[src/hw/core_cfg.svh]
// Core configuration constants
// Bridge address map, save buffer geometry and reset hold length

`ifndef CORE_CFG_SVH
`define CORE_CFG_SVH

// bridge address bits 31:28 that select the save area
`define SAVE_REGION 4'h2

// half-word index width into the save buffer (512 entries)
`define SAVE_ADDR_WIDTH 9

// reload value for the reset hold counter
`define RESET_HOLD_CYCLES 32'd64

////////////////////
// settings addresses
`define ADDR_SGX 32'h0000_0004
`define ADDR_RESET 32'h0000_0050
`define ADDR_TURBO_TAP 32'h0000_0100
`define ADDR_OVERSCAN 32'h0000_0200
`define ADDR_EXTRA_SPRITES 32'h0000_0204

`endif

[src/hw/core_pkg.sv]
// Core package
// Shared vector types and FSM encodings for the bridge side of the core

`default_nettype none

`include "core_cfg.svh"

package core_pkg;

  typedef logic [31:0] bridge_addr_t;
  typedef logic [31:0] bridge_word_t;
  typedef logic [15:0] save_half_t;
  typedef logic [`SAVE_ADDR_WIDTH-1:0] save_addr_t;
  typedef logic [31:0] hold_count_t;

  // bridge write into two half-word handshakes
  typedef enum logic [2:0] {
    LD_IDLE,
    LD_REQ_HI,
    LD_WAIT_HI,
    LD_REQ_LO,
    LD_WAIT_LO
  } loader_state_t;

  // bridge read from two half-word handshakes
  typedef enum logic [2:0] {
    UL_IDLE,
    UL_REQ_HI,
    UL_WAIT_HI,
    UL_REQ_LO,
    UL_WAIT_LO
  } unloader_state_t;

  typedef enum logic [1:0] {
    ARB_IDLE,
    ARB_ACCESS,
    ARB_ACK
  } arb_state_t;

endpackage

`default_nettype wire

[src/hw/save_arbiter.sv]
// Save buffer arbiter
// Grants the single buffer port to the loader or the unloader,
// one four-phase transaction at a time, loader first

`default_nettype none

module save_arbiter (
  input  logic                 clk_74a,
  input  logic                 pll_core_locked,
  input  logic                 ld_req,
  output logic                 ld_ack,
  input  core_pkg::save_addr_t ld_addr,
  input  core_pkg::save_half_t ld_data,
  input  logic                 ul_req,
  output logic                 ul_ack,
  input  core_pkg::save_addr_t ul_addr,
  output core_pkg::save_half_t ul_rdata,
  output logic                 buf_en,
  output logic                 buf_we,
  output core_pkg::save_addr_t buf_addr,
  output core_pkg::save_half_t buf_wdata,
  input  core_pkg::save_half_t buf_rdata
);

  core_pkg::arb_state_t state;
  // high when the unloader owns the current transaction
  logic gnt_ul;
  logic gnt_req;

  assign gnt_req = gnt_ul ? ul_req : ld_req;

  always_ff @(posedge clk_74a) begin
    if (state == core_pkg::ARB_IDLE) begin
      buf_addr  <= ld_req ? ld_addr : ul_addr;
      buf_wdata <= ld_data;
    end
  end

  always_ff @(posedge clk_74a or negedge pll_core_locked) begin
    if (!pll_core_locked) begin
      state  <= core_pkg::ARB_IDLE;
      gnt_ul <= 1'b0;
      buf_en <= 1'b0;
      buf_we <= 1'b0;
      ld_ack <= 1'b0;
      ul_ack <= 1'b0;
    end else begin
      case (state)
        core_pkg::ARB_IDLE: begin
          if (ld_req || ul_req) begin
            gnt_ul <= !ld_req;
            buf_en <= 1'b1;
            buf_we <= ld_req;
            state  <= core_pkg::ARB_ACCESS;
          end
        end
        // buffer access done at this edge and read data now valid
        core_pkg::ARB_ACCESS: begin
          buf_en <= 1'b0;
          buf_we <= 1'b0;
          ld_ack <= !gnt_ul;
          ul_ack <= gnt_ul;
          state  <= core_pkg::ARB_ACK;
        end
        core_pkg::ARB_ACK: begin
          if (!gnt_req) begin
            ld_ack <= 1'b0;
            ul_ack <= 1'b0;
            state  <= core_pkg::ARB_IDLE;
          end
        end
        default: state <= core_pkg::ARB_IDLE;
      endcase
    end
  end

  // buffer output holds while buf_en stays low
  assign ul_rdata = buf_rdata;

endmodule

`default_nettype wire

[config.mk]
export PLATFORM = sky130hd
export DESIGN_NAME = save_arbiter
export DESIGN_NICKNAME = d
export VERILOG_FILES = /design/src/hw/core_pkg.sv /design/src/hw/save_arbiter.sv
export VERILOG_INCLUDE_DIRS = /design/src /design/src/hw
export SDC_FILE = /design/constraint.sdc
export NUM_CORES = 1
export LEC_CHECK = 0
export BUFFER_PORTS_ARGS = -buffer_cell sky130_fd_sc_hd__buf_2
export CAP_MARGIN = 20
export CELL_PAD_IN_SITES_DETAIL_PLACEMENT = 1
export CELL_PAD_IN_SITES_GLOBAL_PLACEMENT = 1
export CORE_MARGIN = 8
export CORE_UTILIZATION = 30
export DETAILED_ROUTE_END_ITERATION = 10
export PLACE_DENSITY = 0.87
export SYNTH_ARGS = -nofsm -noshare
export SYNTH_HDL_FRONTEND = slang
export SYNTH_SLANG_ARGS = --single-unit
[constraint.sdc]
create_clock -name clk_74a -period 3 [get_ports clk_74a]
set_input_delay 0.6 -clock clk_74a [delete_from_list [all_inputs] [get_ports clk_74a]]
set_output_delay 0.6 -clock clk_74a [all_outputs]
set_load 0.02 [all_outputs]
* After elaboration in Yosys (flattened, before gate mapping)
Index checks and enable logic that the tools add are counted.
** Cells by class
- Eq/ne operators :: 4
- Reduce and logical (&&, ||, !) cells :: 10
- Muxes and demuxes :: 12
** Operators by type and width (count)
- $mux W9 :: 1
- $pmux W1 S2 :: 4
- $reduce_and A2 Y1 :: 4
- $pmux W2 S3 :: 1
- $mux W1 :: 4
- $mux W2 :: 2
- $reduce_bool A2 Y1 :: 2
- $eq A2 B1 Y1 const B :: 1
- $eq A2 B2 Y1 const B :: 1
- $logic_not A1 Y1 :: 2
- $logic_not A2 Y1 :: 1
- $ne A2 B1 Y1 const B :: 1
- $ne A2 B2 Y1 const B :: 1
- $logic_or A1 B1 Y1 :: 1
** Storage, ports and cells
- Input port bits :: 54
- Bits in registers :: 32
- Output and inout port bits :: 45

* Depth between registers and ports, before layout
- Word-level depth :: 3
- Mapped depth :: 5
- Depth with buffers taken out :: 5

* Least setup slack after synthesis
Ideal clock, no wire load.
- Path type :: register to register
- From :: register state[0]
- To :: register state[0]
- Data required time :: 2872 ps
- Path buffers :: 0
- Data arrival time :: 1993 ps
- Cell stages (with the launch flop) :: 6
- Setup time :: 128 ps
- Setup slack :: 879 ps
- Cells stage by stage :: dfrtp_1 -> inv_1 -> ha_1 -> nor3b_4 -> a21oi_2 -> mux2_1
** On the way
- Word-level cells in the longest chain between the ends :: 3
- Elaborated cells between the ends (all ways) :: 7
- Classes of those cells :: 4 x eq/ne; 1 x mux; 2 x reduce/logical
** Ends and longest elaborated chain
- from (decl) :: line save_arbiter.sv:25 : core_pkg::arb_state_t state;
- from (signal assigned) :: line save_arbiter.sv:41 : state <= core_pkg::ARB_IDLE;
- from (signal assigned) :: line save_arbiter.sv:54 : state <= core_pkg::ARB_ACCESS;
- from (signal assigned) :: line save_arbiter.sv:63 : state <= core_pkg::ARB_ACK;
- $eq A2 B2 Y1 or $logic_not A2 Y1 (tied branches) :: line save_arbiter.sv:48 : case (state)
- $ne A2 B2 Y1 (no source line) or $ne A2 B1 Y1 (tied branches)
- $reduce_and A2 Y1 (no source line)
Several ways; a longest one is shown, not always the timed one.
A chain may end at the register's enable or synchronous reset.

* Final worst setup path
- From :: register state[1]
- To :: register state[0]
Same word-level chain as after synthesis.

==> summary.txt <==
Logic synthesis
  • Ys async rst share: 21.9%
  • Most used DFF post-synth: edfxtp_1
  • Yosys top cell area share: 54.0%
  • Post-synth EDFFs: 25
  • Synth Register Bits: 32
  • Post-synthesis instance total: 89
  • Yosys warning total: 0
  • Syn avg cell area: 15.6 um^2
  • Leading area contributor after synthesis: edfxtp_1
  • Most common cell in the synthesized netlist: edfxtp_1
  • Post-synth top cells: edfxtp_1 (25), buf_4 (16), mux2_1 (11)
  • Cell area after synthesis: 1390 um^2
  • Top post-synthesis cells by area: edfxtp_1 (54%), dfrtp_1 (13%), mux2_1 (8.9%), buf_4 (8.6%), ha_1 (4.5%)
  • Distinct cells, synth: 19
  • Post-synthesis sequential area ratio: 66.5%
  • Post-Syn Nets: 148

Worst setup path
  • CP Class: reg -> reg
  • Crit path launch: state[1]
  • Flop-to-flop setup slack: 1.15 ns
  • Cells on worst reg2reg path: 6
  • Crit path max fanout: 30
  • CP required: 3.15 ns
  • CP endpoint: state[0]
  • CP arrival: 2.00 ns
  • FF-to-FF End: state[0]
  • R2r startpoint: state[1]
  • CP startpoint kind: flop
  • Crit end category: flop

Run
  • Max Cap Viol: 0

Clocking
  • H-Tree Level Count: 2
  • Post-cts sizing count: 0
  • Clk sinks: 32
  • Worst-Skew Late Latency: 0.27 ns
  • Max clock buf depth: 2
  • Number of buffers created by CTS: 5
  • CTS tree: built
  • Number of hold buffers added after cts: 0
  • # Post-CTS Setup Buffers: 0
  • Worst-path clk slew: 0.06 ns
  • Root Buffer Master: clkbuf_8

STA
  • RSZ-0062 raised after global routing: false
  • FMAX: 541 MHz
  • Hold Fails Final Rpt: 0
  • Setup TNS: 0 ns
  • Fin crit share: 61.6%
  • Final worst path period need: 1.85 ns
  • Clk_skew: 0.00599 ns
  • Max Slew Vio Count: 0
  • Relative slew slack: 76.0%
  • Endpoints failing setup: 0
  • Fin Hold WS: 0.151 ns
  • Actual slew at the worst max-slew pin: 0.360 ns

Cells and area
  • Fin util: 39.9%
  • Antenna diode count: 0
  • Seq. cell area: 926 um^2
  • Nets: 205
  • Layout cell share with drive strength beyond 1: 51.7%
  • Multi-input gate area: 325 um^2
  • Fill count: 499
  • Area grow syn2layout: 26.4%

GRT
  • Largest net degree at the start of global routing: 31
  • Global-route wire length before repair: 4910 um
  • Vias in the first global route: 1,012
  • GRT Util Overall: 8.77%
  • Grt ovf: 0
  • Initial antenna violation count: 0

Floorplan
  • Die width: 84.1 um
  • Core ar.: 4410 um^2
  • Die area: 7070 um^2
  • Starting density of the core: 31.5%
  • Num rows: 24
  • I/O pin total: 99
  • Die Y-Extent: 84.1 um

Power
  • Tot Pwr: 1750 uW
  • Pwr dens: 994 nW/um^2
  • Peak supply drop: 0.000293 V
  • Pleak: 0.000793 uW

Min path
  • HP Class: in -> async

Routing
  • Routed Antenna Nets: 0
  • Drt initial violations: 29
  • WL/cell: 15.8 um
  • WL final: 3150 um
  • Detailed-route via count: 891
  • TritonRoute pass-1 iters: 2
  • Drt drc: 0
  • Vias per std cell: 4.48

Placed design
  • Post-DP HPWL: 2580 um
  • Port bufs: 66
  • Placer's final routability congestion estimate: 0.738

Outcome
  • Status: finished clean
==> where the power goes <==
group          internal (uW)  total (uW)  switching, uW
registers                694         764           69.7
clock network            183         321            138
logic                    228         664            436
total                   1110        1750            644
==> kinds of logic after synthesis <==
logic type      after synthesis  share of synthesized area [%]
fa+ha+maj                     5                           4.50
compound gates               12                           4.77
mux                          13                           10.7
buf+inv                      21                           10.1
simple gates                  6                           3.42
flops                        32                           66.5
==> worst min path at each step <==
stage               cells after the start  slack, ns  endpoint            start
floorplan                               0       0.30    buf_en  pll_core_locked
global placement                        1       0.44    ul_ack  pll_core_locked
detailed placement                      1       0.44    ld_ack  pll_core_locked
CTS                                     1       0.15    ld_ack  pll_core_locked
global route                            1       0.15    ld_ack  pll_core_locked
finish                                  1       0.15    ld_ack  pll_core_locked
==> critical path: stages, from the launching register on <==
cell	delay (ns)
dfrtp_1	0.39
inv_1	0.13
ha_1	0.16
buf_4	0.33
nor3b_4	0.33
a21oi_2	0.07
mux2_1	0.31
==> through the flow <==
stage / worst slack, ns / instance area, um^2 / instances
final: 1.15 / 1760 / 199
after global routing: 1.00 / 1760 / 199
after CTS: 1.11 / 1760 / 199
after detailed placement: 1.11 / 1670 / 191
after global placement: 1.20 / 1670 / 191
after floorplan: 0.879 / 1390 / 89
==> registers in the layout, indices dropped and copies added (netlist names) <==
name,count
buf_wdata,16
buf_addr,9
state,2
buf_en,1
buf_we,1
gnt_ul,1
ld_ack,1
ul_ack,1
==> layout by cell type (no fill, tap or decap), drive strengths merged <==
cell	instances
buf	67
edfxtp	25
mux2	12
dfrtp	7
clkbuf	7
o21ai	6
ha	5
a21oi	5
inv	4
nor3b	1
nor2b	1
and3	1
and3b	1
nor2	1
o31ai	1
mux2i	1
nand2	1
clkinv	1
==> area by class of cell <==
type	instances	area share, %
inverters	4	0.853
clock inverters	1	0.213
repair buffers	67	19.2
multi-input cells	36	18.5
clock buffers	7	4.91
well taps	52	3.70
flip-flops and latches	32	52.6
==> routing by layer <==
metal | vias up | global-route usage (%) | routed length (um)
met5 | - | 0 | 0
met4 | 0 | 3.77 | 31
met3 | 4 | 5.37 | 368
met2 | 46 | 13.9 | 1460
met1 | 424 | 9.06 | 1290
li1 | 417 | - | -
No activity file was read; power rests on OpenSTA's default activity.
