$ cat src/hw/core_cfg.svh
// Core configuration constants
// Bridge address map, save buffer geometry and reset hold length

`ifndef CORE_CFG_SVH
`define CORE_CFG_SVH

// bridge address bits 31:28 that select the save area
`define SAVE_REGION 4'h2

// half-word index width into the save buffer (512 entries)
`define SAVE_ADDR_WIDTH 9

// reload value for the reset hold counter
`define RESET_HOLD_CYCLES 32'd64

////////////////////
// settings addresses
`define ADDR_SGX 32'h0000_0004
`define ADDR_RESET 32'h0000_0050
`define ADDR_TURBO_TAP 32'h0000_0100
`define ADDR_OVERSCAN 32'h0000_0200
`define ADDR_EXTRA_SPRITES 32'h0000_0204

`endif

$ cat src/hw/core_pkg.sv
// Core package
// Shared vector types and FSM encodings for the bridge side of the core

`default_nettype none

`include "core_cfg.svh"

package core_pkg;

  typedef logic [31:0] bridge_addr_t;
  typedef logic [31:0] bridge_word_t;
  typedef logic [15:0] save_half_t;
  typedef logic [`SAVE_ADDR_WIDTH-1:0] save_addr_t;
  typedef logic [31:0] hold_count_t;

  // bridge write into two half-word handshakes
  typedef enum logic [2:0] {
    LD_IDLE,
    LD_REQ_HI,
    LD_WAIT_HI,
    LD_REQ_LO,
    LD_WAIT_LO
  } loader_state_t;

  // bridge read from two half-word handshakes
  typedef enum logic [2:0] {
    UL_IDLE,
    UL_REQ_HI,
    UL_WAIT_HI,
    UL_REQ_LO,
    UL_WAIT_LO
  } unloader_state_t;

  typedef enum logic [1:0] {
    ARB_IDLE,
    ARB_ACCESS,
    ARB_ACK
  } arb_state_t;

endpackage

`default_nettype wire

$ cat src/hw/bridge_settings.sv
// Bridge settings registers
// Host writes set the core option flags; a reset command starts
// a fixed-length core reset hold

`default_nettype none

`include "core_cfg.svh"

module bridge_settings (
  input  logic                  clk_74a,
  input  logic                  pll_core_locked,
  input  core_pkg::bridge_addr_t bridge_addr,
  input  logic                  bridge_wr,
  input  core_pkg::bridge_word_t bridge_wr_data,
  output logic                  is_sgx,
  output logic                  turbo_tap_enable,
  output logic                  overscan_enable,
  output logic                  extra_sprites_enable,
  output logic                  core_reset
);

  core_pkg::hold_count_t hold_count;

  ////////////////////
  // option flags from bit 0 of the write data
  always_ff @(posedge clk_74a or negedge pll_core_locked) begin
    if (!pll_core_locked) begin
      is_sgx               <= 1'b0;
      turbo_tap_enable     <= 1'b0;
      overscan_enable      <= 1'b0;
      extra_sprites_enable <= 1'b0;
    end else if (bridge_wr) begin
      case (bridge_addr)
        `ADDR_SGX:           is_sgx <= bridge_wr_data[0];
        `ADDR_TURBO_TAP:     turbo_tap_enable <= bridge_wr_data[0];
        `ADDR_OVERSCAN:      overscan_enable <= bridge_wr_data[0];
        `ADDR_EXTRA_SPRITES: extra_sprites_enable <= bridge_wr_data[0];
        default: ;
      endcase
    end
  end

  ////////////////////
  // reset hold counter counts down to zero
  always_ff @(posedge clk_74a or negedge pll_core_locked) begin
    if (!pll_core_locked) begin
      hold_count <= '0;
    end else if (bridge_wr && bridge_addr == `ADDR_RESET) begin
      hold_count <= `RESET_HOLD_CYCLES;
    end else if (hold_count != '0) begin
      hold_count <= hold_count - 32'd1;
    end
  end

  // held while any count remains
  assign core_reset = (hold_count != '0);

endmodule

`default_nettype wire

$ cat config.mk
export PLATFORM = sky130hd
export DESIGN_NAME = bridge_settings
export DESIGN_NICKNAME = d
export VERILOG_FILES = /design/src/hw/core_pkg.sv /design/src/hw/bridge_settings.sv
export VERILOG_INCLUDE_DIRS = /design/src /design/src/hw
export SDC_FILE = /design/constraint.sdc
export NUM_CORES = 1
export LEC_CHECK = 0
export BUFFER_PORTS_ARGS = -buffer_cell sky130_fd_sc_hd__buf_4
export CAP_MARGIN = 5
export CORE_ASPECT_RATIO = 1.4
export CORE_UTILIZATION = 40
export CTS_BUF_LIST = sky130_fd_sc_hd__clkbuf_4 sky130_fd_sc_hd__clkbuf_8
export DETAILED_ROUTE_END_ITERATION = 10
export GPL_TIMING_DRIVEN = 1
export PLACE_DENSITY = 0.74
export SYNTH_ARGS = -nofsm -noshare
export SYNTH_HDL_FRONTEND = slang
export SYNTH_SLANG_ARGS = --single-unit
export TNS_END_PERCENT = 1
$ cat constraint.sdc
create_clock -name clk_74a -period 2.67 [get_ports clk_74a]
set_clock_uncertainty 0.1 [all_clocks]
set_input_delay 0.1335 -clock clk_74a [delete_from_list [all_inputs] [get_ports clk_74a]]
set_output_delay 0.1335 -clock clk_74a [all_outputs]
set_load 0.01 [all_outputs]
== Yosys cells after proc, flatten, opt, wreduce, memory -nomap -nowiden ==
Cells that the tools add are included.

* Flip-flop bits (word level): 36
* Bits of input ports: 67

* Add/subtract/negate cells: 1
* Equal/unequal tests: 5
* Multiplexer cells: 2
* Reductions and logical operators: 7

{| class="wikitable"
|+ Operators with widths
! operator !! number
|-
| 32-bit by 10-bit == test with 1-bit output (second input constant) || 2
|-
| 32-bit two-way mux || 2
|-
| 32-bit by 3-bit == test with 1-bit output (second input constant) || 1
|-
| 32-bit by 7-bit == test with 1-bit output (second input constant) || 1
|-
| 32-bit by 9-bit == test with 1-bit output (second input constant) || 1
|-
| 32-bit nonzero test || 1
|-
| 32-bit by 1-bit subtractor with 32-bit output (second input constant) || 1
|-
| 2-bit AND reduction || 4
|-
| 2-bit nonzero test || 1
|-
| 1-bit logical AND || 1
|}

== Logic depth before layout (Yosys ltp) ==
* Word-level depth: 3
* Mapped depth: 8

== Worst setup path after synthesis ==
No wires, ideal clock.

* Kind: reg-to-reg
* Start: reg hold_count[14]
* End: reg hold_count[6]
* Setup time: 0.128 ns
* Arrival: 2.303 ns
* Setup slack: 0.139 ns
* Stages on the path, launching flop included: 8
* Cell sequence: dfrtp_1 or4_4 or4_4 buf_6 nor3_4 inv_4 a31oi_1 o21ai_1

* Word-level cells in the longest chain between the ends: 2

{| class="wikitable"
|+ Ends and longest elaborated chain
! item !! RTL line !! text
|-
| start, declared || bridge_settings.sv:22 || <nowiki>core_pkg::hold_count_t hold_count;</nowiki>
|-
| start signal, assigned || bridge_settings.sv:49 || <nowiki>hold_count <= `RESET_HOLD_CYCLES;</nowiki>
|-
| start signal, assigned || bridge_settings.sv:51 || <nowiki>hold_count <= hold_count - 32'd1;</nowiki>
|-
| 32-bit nonzero test || n/a ||
|-
| named net core_reset || bridge_settings.sv:19 || <nowiki>output logic core_reset</nowiki>
|-
| 2-bit nonzero test (no line) || n/a ||
|}

The timed path passes the listed nets, and every way through them passes these cells.
A chain may end at the register's enable or synchronous reset.

== Worst setup path in the final report ==
* Start: reg hold_count[15]
* End: out core_reset

* Word-level cells in the longest chain between the ends: 1

{| class="wikitable"
|+ Ends and longest elaborated chain
! item !! RTL line !! text
|-
| 32-bit nonzero test || bridge_settings.sv:56 || <nowiki>assign core_reset = (hold_count != '0);</nowiki>
|-
| end, declared || bridge_settings.sv:19 ||
|}

Every way passes these cells.

==> results.sh <==
export IMPL_tns_ns=0
export IMPL_synth_fp_nets=293
export IMPL_synthCells=225
export IMPL_synth_warnings=0
export IMPL_endpoint="core_reset"
export IMPL_grt_pass1_wl_um=8290
export IMPL_syn_area_um2=2090
export IMPL_areaGrowthSynthToFinish_pct=29.4
export IMPL_dr_pass1_iters=5
export IMPL_fin_area_um2=2700
export IMPL_die_y_um=87.5
export IMPL_grt_antenna_before_repair=0
export IMPL_ys_top_cells_by_area="dfrtp_1 43%, nor2_1 4.7%, xor2_1 4.2%"
export IMPL_cp_arrival_ns=2.34
export IMPL_grt_max_degree=37
export IMPL_io_buffers=40
export IMPL_placed_area_um2=2560
export IMPL_worstSkewPairLatency_ns=0.29
export IMPL_ys_flop_type="dfrtp_1"
export IMPL_coreArea_um2=4920
export IMPL_grt_usage=0.189
export IMPL_max_clock_path_buffers=2
export IMPL_cts_buffers_inserted=5
export IMPL_crit_path_start="hold_count[15]"
export IMPL_setup_violations=0
export IMPL_hold_viol=0
export IMPL_fin_util=0.549
export IMPL_fillerInstances=453
export IMPL_ys_seq_area_frac=0.431
export IMPL_synth_cell_types=43
export IMPL_post_dp_hpwl_um=3750
export IMPL_cap_violations=0
export IMPL_detail_route_antenna_nets=0
export IMPL_synth_most_common_cell="dfrtp_1"
export IMPL_vias_per_cell=5.69
export IMPL_synth_top_area_share=0.431
export IMPL_synth_edff_count=0
export IMPL_die_w_um=63.1
export IMPL_syn_area_per_cell_um2=9.28
export IMPL_fmax_ghz=0.389
export IMPL_reg2reg_depth=7
export IMPL_overflow=0
export IMPL_drt_total_wl_um=4910
export IMPL_r2r_start="hold_count[15]"
export IMPL_root_buffer="clkbuf_8"
export IMPL_synth_top_cell_by_area="dfrtp_1"
export IMPL_multi_input_area_um2=1140
export IMPL_grt_pass1_vias=1997
export IMPL_power_density_nw_per_um2=371
export IMPL_critPathKind="flip-flop to primary output"
export IMPL_clk_pin_slew_ns=0.07
export IMPL_ys_ff_latch=36
export IMPL_drive_above_1_share=0.301
export IMPL_h_tree_depth=2
export IMPL_num_rows=30
export IMPL_peakVddDrop_v=0.000342
export IMPL_post_route_drc_count=0
export IMPL_wl_per_cell_um=13.9
export IMPL_leakagePower_nw=1.00
export IMPL_cp_required_ns=2.44
export IMPL_min_period_over_period=0.963
export IMPL_period_minus_slack_ns=2.57
export IMPL_worstMarginPinSlew_ns=0.586
export IMPL_status="finished clean"
export IMPL_rsz0062_at_grt="false"
export IMPL_cp_start_kind="flip-flop"
export IMPL_async_flop_share=1.00
export IMPL_nNetsFinal=356
export IMPL_maxSlewViolCount=0
export IMPL_tritoncts="done"
export IMPL_io_pins=72
export IMPL_gp_congestion=0.855
export IMPL_die_area_um2=5520
export IMPL_drt_iter0_drc=112
export IMPL_hold_class="input pin to flip-flop"
export IMPL_reg2reg_slack_ns=0.18
export IMPL_slew_headroom=0.606
export IMPL_timing_rr_end="hold_count[22]"
export IMPL_final_seq_area_um2=901
export IMPL_initial_core_util=0.425
export IMPL_cts_sinks=36
export IMPL_crit_path_end_kind="primary output"
export IMPL_synth_commonest_cells="36 x dfrtp_1, 26 x nor2_1, 15 x a21oi_1"
export IMPL_diodes=0
export IMPL_vias=2008
export IMPL_worstPathMaxFanout=8
-- worst min path at each step --
stage	start	depth (start not counted)	slack (ns)	endpoint
floorplan	pll_core_locked	0	-0.26	extra_sprites_enable
global placement	pll_core_locked	1	0.02	hold_count[30]
detailed placement	pll_core_locked	1	0.03	hold_count[23]
CTS	bridge_wr_data[0]	2	0.007	overscan_enable
global route	bridge_wr_data[0]	2	0.01	extra_sprites_enable
finish	bridge_wr_data[0]	2	0.009	overscan_enable
-- power breakdown --
part	switching, W	total [W]	internal [W]
clock	0.000195	0.000401	0.000206
sequential	0.000000000920	0.000545	0.000545
combinational	0.0000208	0.0000574	0.0000367
-- stage by stage --
step / setup slack (ns) / std cells / hold WS [ns] / power [W]
4_1_cts: 0.00276 / 349 / 0.00654 / 0.00102
3_3_place_gp: 0.176 / 340 / 0.0250 / 0.000612
6_report: 0.0991 / 353 / 0.00939 / 0.00100
3_5_place_dp: 0.161 / 340 / 0.0269 / 0.000614
5_1_grt: 0.00831 / 353 / 0.0131 / 0.00104
2_1_floorplan: 0.139 / 225 / -0.262 / 0.000562
-- registers in the layout, summed over array words and instances, names as in the netlist --
| signal | flops |
|---|---|
| turbo_tap_enable | 1 |
| is_sgx | 1 |
| hold_count | 32 |
| extra_sprites_enable | 1 |
| overscan_enable | 1 |
-- area by class of cell --
type                       count  share of cell area
multi-input combinational    177               0.421
sequential                    36               0.333
timing repair buffer          61               0.170
clock buffer                   6              0.0306
tap                           64              0.0296
inverter                       7              0.0107
clock inverter                 2             0.00371
-- layout by cell type (no fill, tap or decap), types with 3 or more instances in the layout --
cell	Yosys	layout
a21oi_1	15	15
buf_4	0	60
clkbuf_8	0	6
dfrtp_1	36	36
inv_1	6	6
mux2_2	3	3
nand2_1	9	9
nand2b_1	5	5
nand3_1	4	4
nand4_1	3	3
nand4b_1	5	5
nor2_1	26	26
nor3_1	9	9
nor4_1	11	10
o211ai_1	6	6
o21ai_0	11	11
o31ai_1	9	9
or2_2	4	4
or3_1	12	12
or4_1	9	9
xor2_1	10	10
-- what timing repair did --
item | in CTS | in global routing
setup buffers | 0 | 4
endpoints found under the setup margin | 1 | 2
hold buffers | 1 | 0
pin swaps | 1 | 2
resized for setup | 0 | 1
endpoints found under the hold margin | 36 | 0
-- critical path, cell delays in order (launching register included) --
cell and delay, ns:
dfrtp_1 0.41, or4_4 0.53, or4_4 0.54, nor3_4 0.31
inv_4 0.10, buf_4 0.16
-- per-layer routing --
layer / global-route usage / part of all wire / up-vias
met5: 0 / 0 / -
met4: 0.0613 / 0.011 / 0
met3: 0.0419 / 0.050 / 4
met2: 0.371 / 0.54 / 55
met1: 0.194 / 0.40 / 973
li1: - / - / 976
-- logic make-up after synthesis --
family / count (synthesis) / synth area share
AOI/OAI and AO/OA: 47 / 0.137
xor gates and xnor gates: 11 / 0.0461
and+or+nand+nor: 114 / 0.333
adders and majority gates: 1 / 0.00599
muxes: 4 / 0.0210
buffers and inverters: 12 / 0.0264
DFF: 36 / 0.431
Power figures use the tool's default switching activity.
