--- src/hw/core_cfg.svh ---
// Core configuration constants
// Bridge address map, save buffer geometry and reset hold length

`ifndef CORE_CFG_SVH
`define CORE_CFG_SVH

// bridge address bits 31:28 that select the save area
`define SAVE_REGION 4'h2

// half-word index width into the save buffer (512 entries)
`define SAVE_ADDR_WIDTH 9

// reload value for the reset hold counter
`define RESET_HOLD_CYCLES 32'd64

////////////////////
// settings addresses
`define ADDR_SGX 32'h0000_0004
`define ADDR_RESET 32'h0000_0050
`define ADDR_TURBO_TAP 32'h0000_0100
`define ADDR_OVERSCAN 32'h0000_0200
`define ADDR_EXTRA_SPRITES 32'h0000_0204

`endif

--- src/hw/core_pkg.sv ---
// Core package
// Shared vector types and FSM encodings for the bridge side of the core

`default_nettype none

`include "core_cfg.svh"

package core_pkg;

  typedef logic [31:0] bridge_addr_t;
  typedef logic [31:0] bridge_word_t;
  typedef logic [15:0] save_half_t;
  typedef logic [`SAVE_ADDR_WIDTH-1:0] save_addr_t;
  typedef logic [31:0] hold_count_t;

  // bridge write into two half-word handshakes
  typedef enum logic [2:0] {
    LD_IDLE,
    LD_REQ_HI,
    LD_WAIT_HI,
    LD_REQ_LO,
    LD_WAIT_LO
  } loader_state_t;

  // bridge read from two half-word handshakes
  typedef enum logic [2:0] {
    UL_IDLE,
    UL_REQ_HI,
    UL_WAIT_HI,
    UL_REQ_LO,
    UL_WAIT_LO
  } unloader_state_t;

  typedef enum logic [1:0] {
    ARB_IDLE,
    ARB_ACCESS,
    ARB_ACK
  } arb_state_t;

endpackage

`default_nettype wire

--- src/hw/save_unloader.sv ---
// Save data unloader
// Fetches two half-words for a bridge save read and holds the
// assembled word for the bridge read mux

`default_nettype none

`include "core_cfg.svh"

module save_unloader (
  input  logic                   clk_74a,
  input  logic                   pll_core_locked,
  input  core_pkg::bridge_addr_t bridge_addr,
  input  logic                   bridge_rd,
  output logic                   ul_req,
  input  logic                   ul_ack,
  output core_pkg::save_addr_t   ul_addr,
  input  core_pkg::save_half_t   ul_rdata,
  output core_pkg::bridge_word_t rd_word,
  output logic                   busy
);

  core_pkg::unloader_state_t state;
  core_pkg::save_half_t      hi_half;
  logic [`SAVE_ADDR_WIDTH-2:0] word_idx;
  logic save_rd;
  logic lo_phase;

  assign save_rd = bridge_rd && (bridge_addr[31:28] == `SAVE_REGION);

  always_ff @(posedge clk_74a) begin
    if (state == core_pkg::UL_IDLE && save_rd) begin
      word_idx <= bridge_addr[`SAVE_ADDR_WIDTH:2];
    end
    // upper half parked until the lower one arrives
    if (state == core_pkg::UL_REQ_HI && ul_ack) begin
      hi_half <= ul_rdata;
    end
  end

  ////////////////////
  // handshake walk
  always_ff @(posedge clk_74a or negedge pll_core_locked) begin
    if (!pll_core_locked) begin
      state <= core_pkg::UL_IDLE;
    end else begin
      case (state)
        core_pkg::UL_IDLE:    if (save_rd) state <= core_pkg::UL_REQ_HI;
        core_pkg::UL_REQ_HI:  if (ul_ack) state <= core_pkg::UL_WAIT_HI;
        core_pkg::UL_WAIT_HI: if (!ul_ack) state <= core_pkg::UL_REQ_LO;
        core_pkg::UL_REQ_LO:  if (ul_ack) state <= core_pkg::UL_WAIT_LO;
        core_pkg::UL_WAIT_LO: if (!ul_ack) state <= core_pkg::UL_IDLE;
        default:              state <= core_pkg::UL_IDLE;
      endcase
    end
  end

  // whole word swapped in at once so the host never sees a torn value
  always_ff @(posedge clk_74a or negedge pll_core_locked) begin
    if (!pll_core_locked) begin
      rd_word <= '0;
    end else if (state == core_pkg::UL_REQ_LO && ul_ack) begin
      rd_word <= {hi_half, ul_rdata};
    end
  end

  assign lo_phase = (state == core_pkg::UL_REQ_LO) || (state == core_pkg::UL_WAIT_LO);
  assign ul_req   = (state == core_pkg::UL_REQ_HI) || (state == core_pkg::UL_REQ_LO);
  assign ul_addr  = {word_idx, lo_phase};
  assign busy     = (state != core_pkg::UL_IDLE);

endmodule

`default_nettype wire

--- config.mk ---
export PLATFORM = sky130hd
export DESIGN_NAME = save_unloader
export DESIGN_NICKNAME = d
export VERILOG_FILES = /design/src/hw/core_pkg.sv /design/src/hw/save_unloader.sv
export VERILOG_INCLUDE_DIRS = /design/src /design/src/hw
export SDC_FILE = /design/constraint.sdc
export NUM_CORES = 1
export LEC_CHECK = 0
export ABC_CLOCK_PERIOD_IN_PS = 6600
export BUFFER_PORTS_ARGS = -buffer_cell sky130_fd_sc_hd__buf_2
export CAP_MARGIN = 20
export CORE_ASPECT_RATIO = 0.8
export CORE_MARGIN = 3
export CORE_UTILIZATION = 50
export CTS_CLUSTER_SIZE = 12
export DETAILED_ROUTE_END_ITERATION = 8
export PLACE_DENSITY = 0.91
export SLEW_MARGIN = 15
export SYNTH_ARGS = -nofsm -noshare
export SYNTH_HDL_FRONTEND = slang
export SYNTH_SLANG_ARGS = --single-unit
--- constraint.sdc ---
create_clock -name clk_74a -period 6.6 [get_ports clk_74a]
set_clock_uncertainty 0.05 [all_clocks]
set_input_delay 1.32 -clock clk_74a [delete_from_list [all_inputs] [get_ports clk_74a]]
set_output_delay 1.32 -clock clk_74a [all_outputs]
set_load 0.02 [all_outputs]
Word-level counts from Yosys, hierarchy flattened. Cells that the tools add are included.

Register bits: 59. Bits of input ports: 52. Output and inout port bits: 43. Logic and storage cells: 29.

Eq/ne operators: 10. Multiplexer cells: 6. Reduce and logical (&&, ||, !) cells: 9.

Operators with widths (number): $mux 3 (5); $pmux 3 s5 (1); $ne 2x2->1 const B (5); $eq 3x2->1 const B (2); $reduce_and 5->1 (1); $eq 4x2->1 const B (1); $logic_and 1x1->1 (4); $eq 3x1->1 const B (1); $eq 3x3->1 const B (1); $logic_not 3->1 (1); $reduce_bool 3->1 (1); $logic_or 1x1->1 (2).

Depth between registers and ports, before layout. Gate-level depths: netlist of the first run.

Depth in word-level cells: 4. Gate-level depth with buffers: 4. Depth with buffers taken out: 3.

Least setup slack after synthesis of the first run. OpenSTA, ideal clock, no wires.

Path type: input -> register. From: input port ul_ack. To: register hi_half[0], enable pin. Setup time: 0.409 ns. Arrival time: 2.526 ns. Data required time: 6.141 ns. Setup slack: 3.615 ns. Stages: 2. Path buffers: 0. Cells stage by stage: nand2_1 nor3_1.

Cells in the longest elaborated chain, start to end: 1.

Ends and longest elaborated chain: start: declaration (line save_unloader.sv:15) `input logic ul_ack,`; $logic_and 1x1->1 (line save_unloader.sv:35) `if (state == core_pkg::UL_REQ_HI && ul_ack) begin`; end signal: assignment (line save_unloader.sv:36) `hi_half <= ul_rdata;`; end: declaration (line save_unloader.sv:23) `core_pkg::save_half_t hi_half;`.

No other way between the ends. A chain may end at the register's enable or synchronous reset.

Worst setup path after layout of the first run.
From: register state[1]. To: output port busy.

Cells in the longest elaborated chain, start to end: 1.

Ends and longest elaborated chain: start: declaration (line save_unloader.sv:22) `core_pkg::unloader_state_t state;`; start signal: assignment (line save_unloader.sv:44) `state <= core_pkg::UL_IDLE;`; start signal: assignment (line save_unloader.sv:47) `core_pkg::UL_IDLE: if (save_rd) state <= core_pkg::UL_REQ_HI;`; start signal: assignment (line save_unloader.sv:48) `core_pkg::UL_REQ_HI: if (ul_ack) state <= core_pkg::UL_WAIT_HI;`; $reduce_bool 3->1 (line save_unloader.sv:69) `assign busy = (state != core_pkg::UL_IDLE);`; end: declaration (line save_unloader.sv:19) `output logic busy`.

No other way between the ends.

==> results of run 1 <==
[metrics by stage]
step / std cells / instance area [µm²] / hold WS, ns / total power [mW]
3_5_place_dp: 239 / 2640 / 0.414 / 1.08
5_1_grt: 254 / 2800 / 0.438 / 1.40
6_report: 254 / 2800 / 0.427 / 1.33
4_1_cts: 254 / 2800 / 0.431 / 1.35
2_1_floorplan: 111 / 2220 / 0.405 / 0.914
3_3_place_gp: 239 / 2640 / 0.408 / 1.06
[cell usage in the layout (no fill, tap or decap), types with 2 or more instances in the layout]
master / instances
mux2_4: 30
edfxtp_1: 24
clkinv_2: 3
or3_1: 2
dfrtp_1: 35
mux2_2: 2
buf_2: 74
nor2_1: 4
clkbuf_8: 10
[metal layers]
metal / routed length [µm] / vias up / share of wire / GRT usage
li1: - / 565 / - / -
met1: 1590 / 609 / 0.39 / 0.199
met3: 252 / 10 / 0.062 / 0.0781
met4: 70 / 0 / 0.017 / 0.0823
met5: 0 / - / 0 / 0
met2: 2170 / 36 / 0.53 / 0.274
[flip-flops by register name, summed over array words and instances (netlist names)]
name / flops
hi_half: 16
rd_word: 32
state: 3
word_idx: 8
[power groups by stage]
stage	Combinational (mW)	Clock (mW)	Sequential, mW
floorplan	0.220	0	0.694
global placement	0.484	0	0.573
detailed placement	0.495	0	0.580
CTS	0.495	0.275	0.579
global route	0.515	0.293	0.593
finish	0.486	0.268	0.576
[cell families (layout without fill, tap and decap cells)]
| family | Yosys count | after routing | share of synthesized area |
|---|---|---|---|
| AND/OR/NAND/NOR | 13 | 13 | 0.0400 |
| buffers and inverters | 4 | 90 | 0.0186 |
| AO/OA/AOI/OAI | 2 | 2 | 0.00619 |
| flip-flops | 59 | 59 | 0.718 |
| multiplexers | 32 | 32 | 0.213 |
| XOR/XNOR | 1 | 1 | 0.00394 |
[worst paths after layout]
check | start | endpoint | cells after the start
worst min register to register | hi_half[0] | rd_word[16] | 1
worst max-delay path | state[1] | busy | 2
max in group asynchronous | pll_core_locked | rd_word[20] | 1
min in group asynchronous | pll_core_locked | rd_word[22] | 1
worst min-delay path | hi_half[0] | rd_word[16] | 1
worst max register to register | state[1] | word_idx[7] | 2
[layout make-up]
| class | count | area [µm²] | area share |
|---|---|---|---|
| timing repair buffer | 75 | 378 | 0.135 |
| sequential | 59 | 1600 | 0.571 |
| clock buffer | 11 | 141 | 0.0506 |
| clock inverter | 4 | 18.8 | 0.00671 |
| multi-input combinational | 48 | 589 | 0.211 |
| tap | 57 | 71.3 | 0.0255 |
[worst max-delay path, stage by stage, from the launching register on]
cell and delay, ns:
dfrtp_1 0.46, or3_1 0.41, buf_2 0.18
==> metrics.cfg, run 1 <==
[run_status]
status=completed

[critical_path]
start_kind=flip-flop
r2r_slack_ns=4.73
critPathKind=reg2out
crit_fanout=6
critical_path_required_ns=5.23
endpoint_kind=output pin
cp.arrival_ns=1.38

[grt]
grt_pass1_vias=1269
grtUsageTotal=0.172
gr-total-overflow=0
grt_max_degree=36
antenna_found_initial=0
grt_pass1_wl_um=6310

[yosys]
yosys.area.top_type=dfrtp_1
synth-edff-count=24
yosys.area.top_type_share=0.394
yosys_most_used_dff=dfrtp_1
synth_area_leaders=dfrtp_1 (39%), edfxtp_1 (32%), mux2_4 (20%), buf_6 (1.5%), mux2_2 (1.0%)
synth_common_cells=dfrtp_1 (35), mux2_4 (30), edfxtp_1 (24)
syn_inst=111
avgSynthCellArea_um2=20.0
synth_warnings=0
syn-cell-area_um2=2220
synth_seq_cells=59
yosys.cell_count.top_type=dfrtp_1
synth.distinct_cells=18
synth_nets=163
synth_async_sr_flop_share=0.593
yosysSeqAreaShare=0.718

[cts]
clock-sinks=59
cts_buffers=9
cts.htree.levels=3
clk_latency_ns=0.33
cts_setup_buffers=0
cts_tree=yes
cts_buffer_depth=2
cts_hold_buf=0
cts.reportedPaths.clkPinSlew_ns=0.06
post_cts_resized=0
root_buffer=clkbuf_8

[placement]
gp_congestion=0.756
pre_cts_slack_ns=3.96
numPortBuffers=74
place_hpwl_um=2870

[floorplan]
die_y_um=65.6
num_rows=21
core_um2=4230
die_w_um=80.5
ios=95
initial_core_util=0.525
die_area_um2=5290

[timing]
min_period_ns=2.75
setup-tns-final_ns=0
worst_pin_slew_ns=0.784
drv_slew=0
slew-limit-headroom=0.477
hold_violations=0
rsz0062_at_grt=no
fmax_mhz=364
min_period_over_period=0.416
setup_viol=0
fin_ws_ns=3.85

[layout]
nNetsFinal=245
diodes=0
synthToLayoutAreaGrowth_pct=25.8
fin_util=0.661
fillCellCount=306
final_layout_size_suffix_gt1_frac=0.624

[power]
p_seq_frac=0.433
switching_share=0.337
clkPwrFrac=0.202
p_sw_mw=0.448
power_density_nw_per_um2=476
internal-power_mw=0.882
irDropWorstVdd_uv=301
p_comb_frac=0.365
p_leak_nw=1.37

[hold_path]
min_path_type=reg2reg

[drt]
routed_wl_um=4080
drc=0
avgRoutedWirePerCell_um=16.0
routed_via_density=4.80
ant_nets=0
drt_iter0_markers=24
firstDrtPassIters=3
vias=1220

[run]
maxCapViolations=0

(Power assumes the default switching activity.)
==> run 2, diff against run 1 <==
Settings changed: ABC_CLOCK_PERIOD_IN_PS 6600 to 2300, CORE_UTILIZATION 50 to 42, PLACE_DENSITY 0.91 to 0.83.
Clock period 6.6 ns to 2.3 ns, I/O delays scaled along.
==> run 2 against run 1 <==
Worst setup slack worse by 3.4 ns. Cell count is 2.8% higher. Clock power grew to 4.2 times the previous value. Routed wire length up 0.83%. Highest routed layer unchanged.
==> metrics.cfg, run 2 (synthesized netlist as in run 1, its figures left out) <==
[layout]
final_cell_mix=buf_2 (74), dfrtp_1 (35), mux2_4 (30)
final_layout_size_suffix_gt1_frac=0.633  ; +0.00880
fin_cells=261  ; +2.8%
mostFrequentLayoutCell=buf_2
largest-register=rd_word
nNetsFinal=246  ; +0.41%
synthToLayoutAreaGrowth_pct=30.1
diodes=0  ; unchanged
reg_top3=rd_word (32), hi_half (16), word_idx (8)
largest_reg_flops=32  ; unchanged

[grt]
gr-total-overflow=0  ; unchanged
grt_max_degree=36  ; unchanged
grtUsageTotal=0.148  ; -0.0244
grt_pass1_wl_um=6770  ; +7.3%
antenna_found_initial=0  ; unchanged
grt_pass1_vias=1287  ; +1.4%

[cts]
cts_setup_buffers=0  ; unchanged
cts_buffers=9  ; unchanged
clk_latency_ns=0.32  ; about the same
cts_hold_buf=0  ; unchanged
clock-sinks=59  ; unchanged
cts.htree.levels=3  ; unchanged
cts.reportedPaths.clkPinSlew_ns=0.06  ; about the same
post_cts_resized=0  ; unchanged
root_buffer=clkbuf_8
cts_buffer_depth=2  ; unchanged
cts_tree=yes

[critical_path]
path_depth=2  ; unchanged
cp.arrival_ns=1.39  ; about the same
cp_slowest_cell=dfrtp_1
r2r-end=word_idx[1]
start_kind=flip-flop
startpoint=state[1]
endpoint=busy
crit_fanout=6  ; unchanged
critPathKind=reg2out
critical_path_required_ns=1.79  ; -3.44 ns
max_stage_delay_ns=0.47  ; about the same
path_cells=or3_1, buf_2
endpoint_kind=output pin
reg2reg_depth=2  ; unchanged
r2r_slack_ns=0.47  ; -4.26 ns
path_buf_inv=1  ; unchanged
r2r_start=state[1]
crit_family=flip-flops

[placement]
numPlacedInstances=245  ; +2.5%
gp_congestion=0.706  ; -6.7%
numPortBuffers=74  ; unchanged
place_hpwl_um=2920  ; +1.6%
pre_cts_slack_ns=0.430  ; -3.53 ns

[timing]
slew-limit-headroom=0.478  ; +0.000923
fin_ws_ns=0.404  ; -3.45 ns
setup-tns-final_ns=0  ; unchanged
rsz0062_at_grt=no
min_period_ns=1.90
fmax_mhz=527
setup_viol=0  ; unchanged
hold_violations=0  ; unchanged
worst_pin_slew_ns=0.783  ; -0.00139 ns
min_period_over_period=0.824
drv_slew=0  ; unchanged

[floorplan]
die_w_um=87.3  ; +8.4%
num_rows=23  ; +9.5%
die_area_um2=6210  ; +17%
die_y_um=71.1  ; +8.3%
initial_core_util=0.439  ; -0.0866
ios=95  ; unchanged
core_um2=5060  ; +20%

[power]
power.total_mw=4.16  ; +210%
power_density_nw_per_um2=1440  ; +200%
p_leak_nw=1.41  ; +3.0%
irDropWorstVdd_uv=773  ; +160%

[drt]
routed_via_density=4.57  ; -4.8%
drc=0  ; unchanged
routed_wl_um=4110  ; +0.83%
firstDrtPassIters=4  ; +1
ant_nets=0  ; unchanged
drt_iter0_markers=47  ; +96%
avgRoutedWirePerCell_um=15.7  ; -1.9%
vias=1193  ; -2.2%

[run]
maxCapViolations=0  ; unchanged

[hold_path]
min_path_type=in2async

[run_status]
status=completed

run 2: changes by cell type in the layout (fill, tap and decap cells not counted):
| cell | delta |
|---|---|
| clkinv_2 | -1 |
| clkinv_1 | -1 |
| buf_4 | +1 |
| bufinv_16 | +3 |
run 2: per-layer routing:
metal / routed length, µm / share of wire / up-vias / global-route usage
li1: - / - / 566 / -
met1: 1730 / 0.42 / 595 / 0.187
met2: 2190 / 0.53 / 30 / 0.231
met3: 175 / 0.043 / 2 / 0.0675
met4: 21 / 0.0051 / 0 / 0.0409
met5: 0 / 0 / - / 0
run 2: worst min path at each step:
stage | to | slack (ns) | start
floorplan | rd_word[0] | 0.11 | pll_core_locked
finish | rd_word[25] | 0.17 | pll_core_locked
detailed placement | rd_word[18] | 0.42 | hi_half[2]
global route | rd_word[25] | 0.21 | pll_core_locked
CTS | rd_word[25] | 0.18 | pll_core_locked
global placement | rd_word[24] | 0.41 | hi_half[8]
run 2: through the flow:
stage,util,hold slack (ns),area [µm²]
global route,0.571,0.211,2890
floorplan,-,0.114,2220
detailed placement,0.523,0.417,2650
global placement,0.523,0.409,2650
CTS,0.571,0.181,2890
finish,0.571,0.166,2890
run 2: cell type report:
| class | count | area [µm²] |
|---|---|---|
| Clock inverter | 5 | 100 |
| Sequential cell | 59 | 1600 |
| Multi-Input combinational cell | 48 | 589 |
| Clock buffer | 11 | 141 |
| Tap cell | 62 | 77.6 |
| Fill cell | 415 | 2170 |
| Timing Repair Buffer | 76 | 385 |
run 2: power breakdown:
group | leakage, nW | switching [mW] | internal, mW
Sequential | 0.643 | 0.199 | 1.44
Combinational | 0.648 | 0.722 | 0.679
Clock | 0.123 | 0.371 | 0.746
