`config.mk`:
```
export PLATFORM = sky130hd
export DESIGN_NAME = save_loader
export DESIGN_NICKNAME = d
export VERILOG_FILES = /design/src/hw/core_pkg.sv /design/src/hw/save_loader.sv
export VERILOG_INCLUDE_DIRS = /design/src /design/src/hw
export SDC_FILE = /design/constraint.sdc
export NUM_CORES = 1
export LEC_CHECK = 0
export BUFFER_PORTS_ARGS = -buffer_cell sky130_fd_sc_hd__buf_4
export CORE_UTILIZATION = 30
export CTS_CLUSTER_DIAMETER = 200
export CTS_CLUSTER_SIZE = 28
export DETAILED_ROUTE_END_ITERATION = 12
export GPL_TIMING_DRIVEN = 0
export PLACE_DENSITY = 0.54
export SETUP_SLACK_MARGIN = 0.05
export SYNTH_ARGS = -nofsm -noshare
export SYNTH_HDL_FRONTEND = slang
export SYNTH_SLANG_ARGS = --single-unit
```
`constraint.sdc`:
```
create_clock -name clk_74a -period 3.95 [get_ports clk_74a]
set_input_delay 0.5925 -clock clk_74a [delete_from_list [all_inputs] [get_ports clk_74a]]
set_output_delay 0.5925 -clock clk_74a [all_outputs]
set_load 0.05 [all_outputs]
```
`src/hw/core_cfg.svh`:
```
// Core configuration constants
// Bridge address map, save buffer geometry and reset hold length

`ifndef CORE_CFG_SVH
`define CORE_CFG_SVH

// bridge address bits 31:28 that select the save area
`define SAVE_REGION 4'h2

// half-word index width into the save buffer (512 entries)
`define SAVE_ADDR_WIDTH 9

// reload value for the reset hold counter
`define RESET_HOLD_CYCLES 32'd64

////////////////////
// settings addresses
`define ADDR_SGX 32'h0000_0004
`define ADDR_RESET 32'h0000_0050
`define ADDR_TURBO_TAP 32'h0000_0100
`define ADDR_OVERSCAN 32'h0000_0200
`define ADDR_EXTRA_SPRITES 32'h0000_0204

`endif

```
`src/hw/core_pkg.sv`:
```
// Core package
// Shared vector types and FSM encodings for the bridge side of the core

`default_nettype none

`include "core_cfg.svh"

package core_pkg;

  typedef logic [31:0] bridge_addr_t;
  typedef logic [31:0] bridge_word_t;
  typedef logic [15:0] save_half_t;
  typedef logic [`SAVE_ADDR_WIDTH-1:0] save_addr_t;
  typedef logic [31:0] hold_count_t;

  // bridge write into two half-word handshakes
  typedef enum logic [2:0] {
    LD_IDLE,
    LD_REQ_HI,
    LD_WAIT_HI,
    LD_REQ_LO,
    LD_WAIT_LO
  } loader_state_t;

  // bridge read from two half-word handshakes
  typedef enum logic [2:0] {
    UL_IDLE,
    UL_REQ_HI,
    UL_WAIT_HI,
    UL_REQ_LO,
    UL_WAIT_LO
  } unloader_state_t;

  typedef enum logic [1:0] {
    ARB_IDLE,
    ARB_ACCESS,
    ARB_ACK
  } arb_state_t;

endpackage

`default_nettype wire

```
`src/hw/save_loader.sv`:
```
// Save data loader
// Splits a 32-bit bridge save write into two half-word handshakes,
// high half first, toward the save arbiter

`default_nettype none

`include "core_cfg.svh"

module save_loader (
  input  logic                   clk_74a,
  input  logic                   pll_core_locked,
  input  core_pkg::bridge_addr_t bridge_addr,
  input  logic                   bridge_wr,
  input  core_pkg::bridge_word_t bridge_wr_data,
  output logic                   ld_req,
  input  logic                   ld_ack,
  output core_pkg::save_addr_t   ld_addr,
  output core_pkg::save_half_t   ld_data,
  output logic                   busy
);

  core_pkg::loader_state_t state;
  core_pkg::bridge_word_t  word_q;
  logic [`SAVE_ADDR_WIDTH-2:0] word_idx;
  logic save_wr;
  logic lo_phase;

  assign save_wr = bridge_wr && (bridge_addr[31:28] == `SAVE_REGION);

  // word and offset captured only while idle
  always_ff @(posedge clk_74a) begin
    if (state == core_pkg::LD_IDLE && save_wr) begin
      word_q   <= bridge_wr_data;
      word_idx <= bridge_addr[`SAVE_ADDR_WIDTH:2];
    end
  end

  always_ff @(posedge clk_74a or negedge pll_core_locked) begin
    if (!pll_core_locked) begin
      state <= core_pkg::LD_IDLE;
    end else begin
      case (state)
        core_pkg::LD_IDLE:    if (save_wr) state <= core_pkg::LD_REQ_HI;
        core_pkg::LD_REQ_HI:  if (ld_ack) state <= core_pkg::LD_WAIT_HI;
        core_pkg::LD_WAIT_HI: if (!ld_ack) state <= core_pkg::LD_REQ_LO;
        core_pkg::LD_REQ_LO:  if (ld_ack) state <= core_pkg::LD_WAIT_LO;
        core_pkg::LD_WAIT_LO: if (!ld_ack) state <= core_pkg::LD_IDLE;
        default:              state <= core_pkg::LD_IDLE;
      endcase
    end
  end

  // big-endian so the upper half goes to the even index
  assign lo_phase = (state == core_pkg::LD_REQ_LO) || (state == core_pkg::LD_WAIT_LO);
  assign ld_req   = (state == core_pkg::LD_REQ_HI) || (state == core_pkg::LD_REQ_LO);
  assign ld_addr  = {word_idx, lo_phase};
  assign ld_data  = lo_phase ? word_q[15:0] : word_q[31:16];
  assign busy     = (state != core_pkg::LD_IDLE);

endmodule

`default_nettype wire

```
# == Yosys cells after proc, flatten, opt, wreduce, memory -nomap -nowiden ==
# Cells that the tools add are included.
# totals
ff_bits,43
elab_cells,27
# classes
eq_ne,10
n_mux,7
reduce_logical,7
# ops
cell,count
$mux W16,1
$mux W3,5
$pmux W3 S5,1
$ne A2 B2 Y1 const B,5
$eq A3 B2 Y1 const B,2
$reduce_and A5 Y1,1
$eq A4 B2 Y1 const B,1
$eq A3 B1 Y1 const B,1
$eq A3 B3 Y1 const B,1
$logic_not A3 Y1,1
$reduce_bool A3 Y1,1
$logic_and A1 B1 Y1,2
$logic_or A1 B1 Y1,2

# == Logic depth before layout (Yosys ltp) ==
# Gate-level depths: netlist of run 1.
# logic_depth
depth_word,4
depth_mapped,6

# == Worst setup path after synthesis of run 1 ==
# No wires, ideal clock.
# synth_path
path_kind,register to register
from,register state[0]
to,"register word_idx[0], enable pin"
setup_time_ns,0.487
arrival_time_ns,3.856
path_slack_ns,-0.394
stages_incl_launch_ff,5
path_buffers,1
period_less_slack_ns,4.344
cell_sequence,dfrtp_1 > buf_6 > nor2_8 > nand2_1 > nor3_1
# synth_via
elab_chain_cells,2
# synth_rtl
element,line_no,text
from (decl),save_loader.sv:22,core_pkg::loader_state_t state;
from (signal assigned),save_loader.sv:40,state <= core_pkg::LD_IDLE;
from (signal assigned),save_loader.sv:43,core_pkg::LD_IDLE: if (save_wr) state <= core_pkg::LD_REQ_HI;
from (signal assigned),save_loader.sv:44,core_pkg::LD_REQ_HI: if (ld_ack) state <= core_pkg::LD_WAIT_HI;
$logic_not A3 Y1,save_loader.sv:32,if (state == core_pkg::LD_IDLE && save_wr) begin
$logic_and A1 B1 Y1,save_loader.sv:32,
to (signal assigned),save_loader.sv:34,word_idx <= bridge_addr[`SAVE_ADDR_WIDTH:2];
to (decl),save_loader.sv:24,logic [`SAVE_ADDR_WIDTH-2:0] word_idx;
# No other way between the ends.
# A chain may end at the register's enable or synchronous reset.

# == Worst setup path after layout of run 1 ==
# layout_path
from,register state[0]
to,output port ld_data[13]
# layout_via
elab_chain_cells,3
word_cells_on_any_way,4
cone_classes,2 x eq/ne; 1 x mux; 1 x reduce/logical
# layout_rtl
element,line_no,text
$eq A3 B2 Y1 or $eq A3 B3 Y1 (tied branches),save_loader.sv:54,assign lo_phase = (state == core_pkg::LD_REQ_LO) || (state == core_pkg::LD_WAIT_LO);
$logic_or A1 B1 Y1 (*),save_loader.sv:54,
$mux W16 (*),save_loader.sv:57,assign ld_data = lo_phase ? word_q[15:0] : word_q[31:16];
to (decl),save_loader.sv:18,"output core_pkg::save_half_t ld_data,"
# Every way passes the cells marked *; elsewhere a longest branch is shown, timed or not.

==> impl_metrics.tcl, run 1 <==
set metrics [dict create \
    rows 29 \
    drive_gt1_share_pct 48.6 \
    grt_overflow 0 \
    totalWireLength_mm 4.54 \
    wl_per_cell_um 15.3 \
    slew_violations 0 \
    cp.required_ns 3.36 \
    clock_latency_ns 0.29 \
    area_growth_pct 40.6 \
    clock-sinks 43 \
    first_global_vias 1418 \
    fmax_mhz 424 \
    p_leak_uw 0.00108 \
    synthTopCellsByCount "edfxtp_1, nor2_1, nor3b_1" \
    gp_congestion 0.711 \
    initial_core_util_pct 31.2 \
    cts_tree "yes" \
    multiInputGateArea_sq_um 598 \
    synth_top_area_cell "edfxtp_1" \
    worstSetupStartpointType "flop" \
    critPathMaxFanout 10 \
    grtUsageTotal_pct 13.7 \
    r2r_end "word_q[12]" \
    nets 287 \
    first_pass_iters 5 \
    yosys_warnings 0 \
    ctsRootBufferMaster "clkbuf_8" \
    dpl.hpwl_mm 3.34 \
    synth.distinct_cells 29 \
    maxCapViolations 0 \
    path_clk_slew_ns 0.07 \
    syn_avg_cell_area_sq_um 14.6 \
    setup_viol 0 \
    rrSetupSlack_ns 1.97 \
    dieArea_sq_um 6930 \
    ys_seq_area_share_pct 64.5 \
    outcome "finished clean" \
    dr.first_iter.drc_count 47 \
    slew_headroom_pct 64.0 \
    seqCellArea_sq_um 1280 \
    fill_cells 587 \
    worst_pin_slew_ns 0.539 \
    ys_top_cells_by_area "edfxtp_1, nor3b_1, o221a_1" \
    coreArea_sq_um 6350 \
    ys.flop_type "edfxtp_1" \
    syn_area_sq_um 1980 \
    yosysMostFrequentCell "edfxtp_1" \
    cts_buffer_depth 2 \
    worstSetupEndpointType "output pin" \
    ff2ff_path_depth 6 \
    fin_crit_ns 2.36 \
    hp-class "primary input to asynchronous set/reset pin" \
    grt_pass1_wl_mm 7.27 \
    pin_count 95 \
    synth_edf_count 40 \
    grt_start_max_net_pins 22 \
    finalCritPeriodShare_pct 59.7 \
    cts_resized 0 \
    async_flop_share_pct 6.98 \
    critPathKind "flop to output pin" \
    h-tree-depth 2 \
    reg2reg_from "state[0]" \
    routed_via_density 4.79 \
    final_cells 297 \
    setup_tns_ns 0 \
    ys_seq_elements 43 \
    cts_buffers 5 \
    grt_setup_unrepaired "false" \
    fp.dieW_um 83.2 \
    cts_hold_buf 0 \
    skew_ns 0.00984 \
    antenna_found_initial 0 \
    dp.cells 289 \
    portBuffers 74 \
    die_h_um 83.2 \
    power_density_nw_per_um2 599 \
    n_antenna_cell 0 \
    syn-num-nets 204 \
    post_cts_buffers 0 \
    worstPathArrival_ns 1.76 \
    vias 1424 \
    synthCells 136 \
    hold_slack_ns 0.0838 \
    final_antenna_net_count 0 \
    peakVddDrop_mv 0.328 \
    final_core_util_pct 43.8 \
    hold_viol 0 \
    post-route-drc-count 0 \
    synth_top_area_share_pct 60.7 \
]
==> cells in the final DEF, fill, tap and decap left out, types with 2 or more instances in the layout <==
master / Yosys / layout
nand2_1: 3 / 3
dfrtp_1: 3 / 3
nor3b_1: 16 / 16
o21ai_0: 11 / 11
o21ai_1: 5 / 5
clkbuf_8: 1 / 6
edfxtp_1: 40 / 40
clkbuf_1: 1 / 2
o221a_2: 8 / 8
buf_4: 1 / 75
o221a_1: 8 / 8
buf_6: 6 / 6
nor2_1: 17 / 17
buf_16: 0 / 2
==> where the power goes <==
part	leakage [uW]	internal, uW	switching (uW)	total, uW
Clock	0.0000412	124	145	268
Combinational	0.000636	334	535	869
Sequential	0.000399	516	12.4	529
==> cell type report <==
type	count	share of cell area [%]
inverter	1	0.135
buffer	11	4.05
tap	77	3.46
timing repair buffer	76	21.9
multi-input combinational	81	21.5
clock buffer	6	2.61
sequential	43	45.9
clock inverter	2	0.450
==> cell families (layout without fill, tap and decap cells) <==
group | after synthesis | after routing | share of synthesized area, %
buffers and inverters | 12 | 96 | 5.88
and+or+nand+nor | 45 | 45 | 14.6
xor gates and xnor gates | 1 | 1 | 0.443
AOI/OAI and AO/OA | 35 | 35 | 14.6
DFF | 43 | 43 | 64.5
==> worst max-delay path: stages, from the launching register on <==
cell and delay, ns:
dfrtp_1 0.41, buf_6 0.18, clkbuf_1 0.36, o21ai_0 0.17
o221a_1 0.16, buf_4 0.19
==> how the worst max path moves through the flow <==
| stage | from | endpoint | slack (ns) |
|---|---|---|---|
| finish | state[0] | ld_data[13] | 1.59 |
| global route | state[0] | ld_data[9] | 1.48 |
| CTS | state[0] | ld_data[13] | 1.59 |
| detailed placement | bridge_addr[30] | word_q[8] | 1.85 |
| global placement | bridge_addr[30] | word_q[8] | 0.26 |
| floorplan | state[0] | word_idx[0] | 0.83 |
==> layer usage <==
metal  wire length, um  vias to the layer above  share of wire [%]  global-route usage [%]
li1                  -                      696                  -                       -
met1              1860                      683                 41                    16.5
met2              2400                       41                 53                    23.5
met3               210                        4                4.6                    3.18
met4                65                        0                1.4                    6.11
met5                 0                        -                  0                       0
==> state kept, by name, indices dropped and copies added (netlist names) <==
register and flops:
word_idx 8, state 3, word_q 32
==> stage by stage <==
step / total power, uW / worst slack, ns / cell area [sq um]
after global placement: 1400 / 0.255 / 2640
after detailed placement: 1420 / 1.85 / 2700
after global routing: 1750 / 1.48 / 2780
after floorplan: 1170 / 0.827 / 1980
final: 1670 / 1.59 / 2780
after CTS: 1690 / 1.59 / 2780
Note: power is estimated with default switching activity, not from simulation.
==> run 2: changes to the inputs <==
--- a/config.mk
+++ b/config.mk
@@ -12,7 +12,7 @@
 export CTS_CLUSTER_SIZE = 28
 export DETAILED_ROUTE_END_ITERATION = 12
 export GPL_TIMING_DRIVEN = 0
-export PLACE_DENSITY = 0.54
+export PLACE_DENSITY = 0.52
 export SETUP_SLACK_MARGIN = 0.05
 export SYNTH_ARGS = -nofsm -noshare
 export SYNTH_HDL_FRONTEND = slang
==> constraint.sdc (replaced) <==
create_clock -name clk_74a -period 2.3 [get_ports clk_74a]
set_input_delay 0.345 -clock clk_74a [delete_from_list [all_inputs] [get_ports clk_74a]]
set_output_delay 0.345 -clock clk_74a [all_outputs]
set_load 0.05 [all_outputs]
==> run 2 against run 1 <==
Die area did not move. Combinational power grew 75%. Sequential share of layout area is 0.14 points lower. Design area is 0.31% higher. Non-clock buffer count grew 1. Global-route usage down 0.64 points. Core utilization is 0.14 points higher. Largest power group unchanged. Highest routed layer unchanged.
==> impl_metrics.tcl, run 2 (same netlist as run 1, synthesis figures left out) <==
set metrics [dict create \
    die_h_um 83.2 \
    slew_headroom_pct 57.4 \
    path_clk_slew_ns 0.08 \
    dr_wl_met3_um 215 \
    worstSetupEndpointType "output pin" \
    worst_pin_slew_ns 0.637 \
    grt_overflow 0 \
    cp.required_ns 1.96 \
    top_register "word_q" \
    grt_pass1_wl_mm 7.02 \
    dr.first_iter.drc_count 57 \
    slew_violations 0 \
    worstSetupStartpointType "flop" \
    cts_resized 0 \
    power_density_nw_per_um2 1030 \
    grt_start_max_net_pins 19 \
    largest_reg_flops 32 \
    p_comb_share_pct 52.8 \
    largestRegisters "word_q: 32 flops, word_idx: 8 flops, state: 3 flops" \
    grtUsageTotal_pct 13.1 \
    switching_share_pct 41.5 \
    first_pass_iters 4 \
    ctsRootBufferMaster "clkbuf_8" \
    vias 1426 \
    totalWireLength_mm 4.43 \
    post-route-drc-count 0 \
    fp.dieW_um 83.2 \
    outcome "finished clean" \
    routed_via_density 4.79 \
    seqPwrFrac_pct 31.6 \
    post_cts_buffers 0 \
    finalCritPeriodShare_pct 92.1 \
    critPathMaxFanout 10 \
    fin_crit_ns 2.12 \
    grt_setup_unrepaired "false" \
    nets 288 \
    skew_ns 0.00236 \
    cts_tree "yes" \
    power.share.clock_pct 15.7 \
    n_antenna_cell 0 \
    highest_layer "met4" \
    fill_cells 613 \
    cts_buffers 5 \
    power_uw 2870 \
    rows 29 \
    pin_count 95 \
    first_global_vias 1392 \
    fmax_mhz 472 \
    fin_area_sq_um 2790 \
    clock-sinks 43 \
    cts_hold_buf 1 \
    hold_viol 0 \
    cts_buffer_depth 2 \
    peakVddDrop_mv 0.457 \
    final_common_cell "buf_4" \
    final_core_util_pct 44.0 \
    place_ws_ns 0.192 \
    dpl.hpwl_mm 3.22 \
    fin_ws_ns 0.183 \
    wl_met2_mm 2.27 \
    layout_common_cells "buf_4, edfxtp_1, nor2_1" \
    drive_gt1_share_pct 48.0 \
    clock_latency_ns 0.28 \
    area_growth_pct 41.0 \
    maxCapViolations 0 \
    antenna_found_initial 0 \
    setup_viol 0 \
    initial_core_util_pct 31.2 \
    wl_per_cell_um 14.9 \
    portBuffers 74 \
    dpl-instance-area_sq_um 2700 \
    critPathKind "flop to output pin" \
    coreArea_sq_um 6350 \
    worstPathArrival_ns 1.77 \
    gp_congestion 0.663 \
    final_antenna_net_count 0 \
    hp-class "primary input to flop" \
    cell_internal_pwr_uw 1680 \
    met1_length_mm 1.89 \
    power_switching_uw 1190 \
    p_leak_uw 0.00108 \
    h-tree-depth 2 \
    dieArea_sq_um 6930 \
]
==> run 2: metrics by stage <==
| step | setup TNS [ns] | cells | hold WS (ns) |
|---|---|---|---|
| 3_3_place_gp | -15.94 | 287 | 0.139 |
| 5_1_grt | 0 | 298 | 0.208 |
| 3_5_place_dp | 0 | 289 | 0.140 |
| 4_1_cts | 0 | 298 | 0.216 |
| 6_report | 0 | 298 | 0.230 |
| 2_1_floorplan | 0 | 136 | 0.0494 |
==> run 2: power groups by stage <==
stage / Clock (uW) / Combinational (uW) / Sequential [uW]
after global placement: 0 / 1520 / 926
final: 450 / 1520 / 908
after global routing: 494 / 1600 / 911
after detailed placement: 0 / 1530 / 926
after CTS: 465 / 1540 / 908
after floorplan: 0 / 1120 / 930
==> run 2: layer usage <==
layer  vias to the layer above  GRT usage (%)
met3                         4           2.68
met1                       684           16.2
met4                         0           5.64
met5                         -              0
met2                        40           22.1
li1                        698              -
==> run 2: worst paths after layout <==
kind / to / startpoint / depth (start not counted) / slack (ns)
hold / removal: word_idx[0] / bridge_addr[2] / 1 / 0.23
setup reg to reg: word_q[29] / state[0] / 6 / 0.22
min in group asynchronous: state[0] / pll_core_locked / 2 / 0.38
max in group asynchronous: state[1] / pll_core_locked / 2 / 1.82
setup / recovery: ld_data[7] / state[0] / 6 / 0.18
hold reg to reg: state[2] / state[0] / 2 / 0.65
==> run 2: final cells by class <==
cell class              count  area, sq um  area share, %
multi-input cells          81          614           22.0
plain buffers              11          113           4.03
inverters                   1         3.75          0.134
flip-flops and latches     43         1280           45.7
repair buffers             77          608           21.8
well taps                  77         96.3           3.45
clock inverters             2         7.51          0.269
clock buffers               6         72.6           2.60
==> run 2: critical path, cell delays in order, from the launching register on <==
cell and delay [ns]:
dfrtp_1 0.42, buf_6 0.17, nor2_8 0.15, nand2_4 0.12, buf_6 0.17, o221a_1 0.26
buf_4 0.19
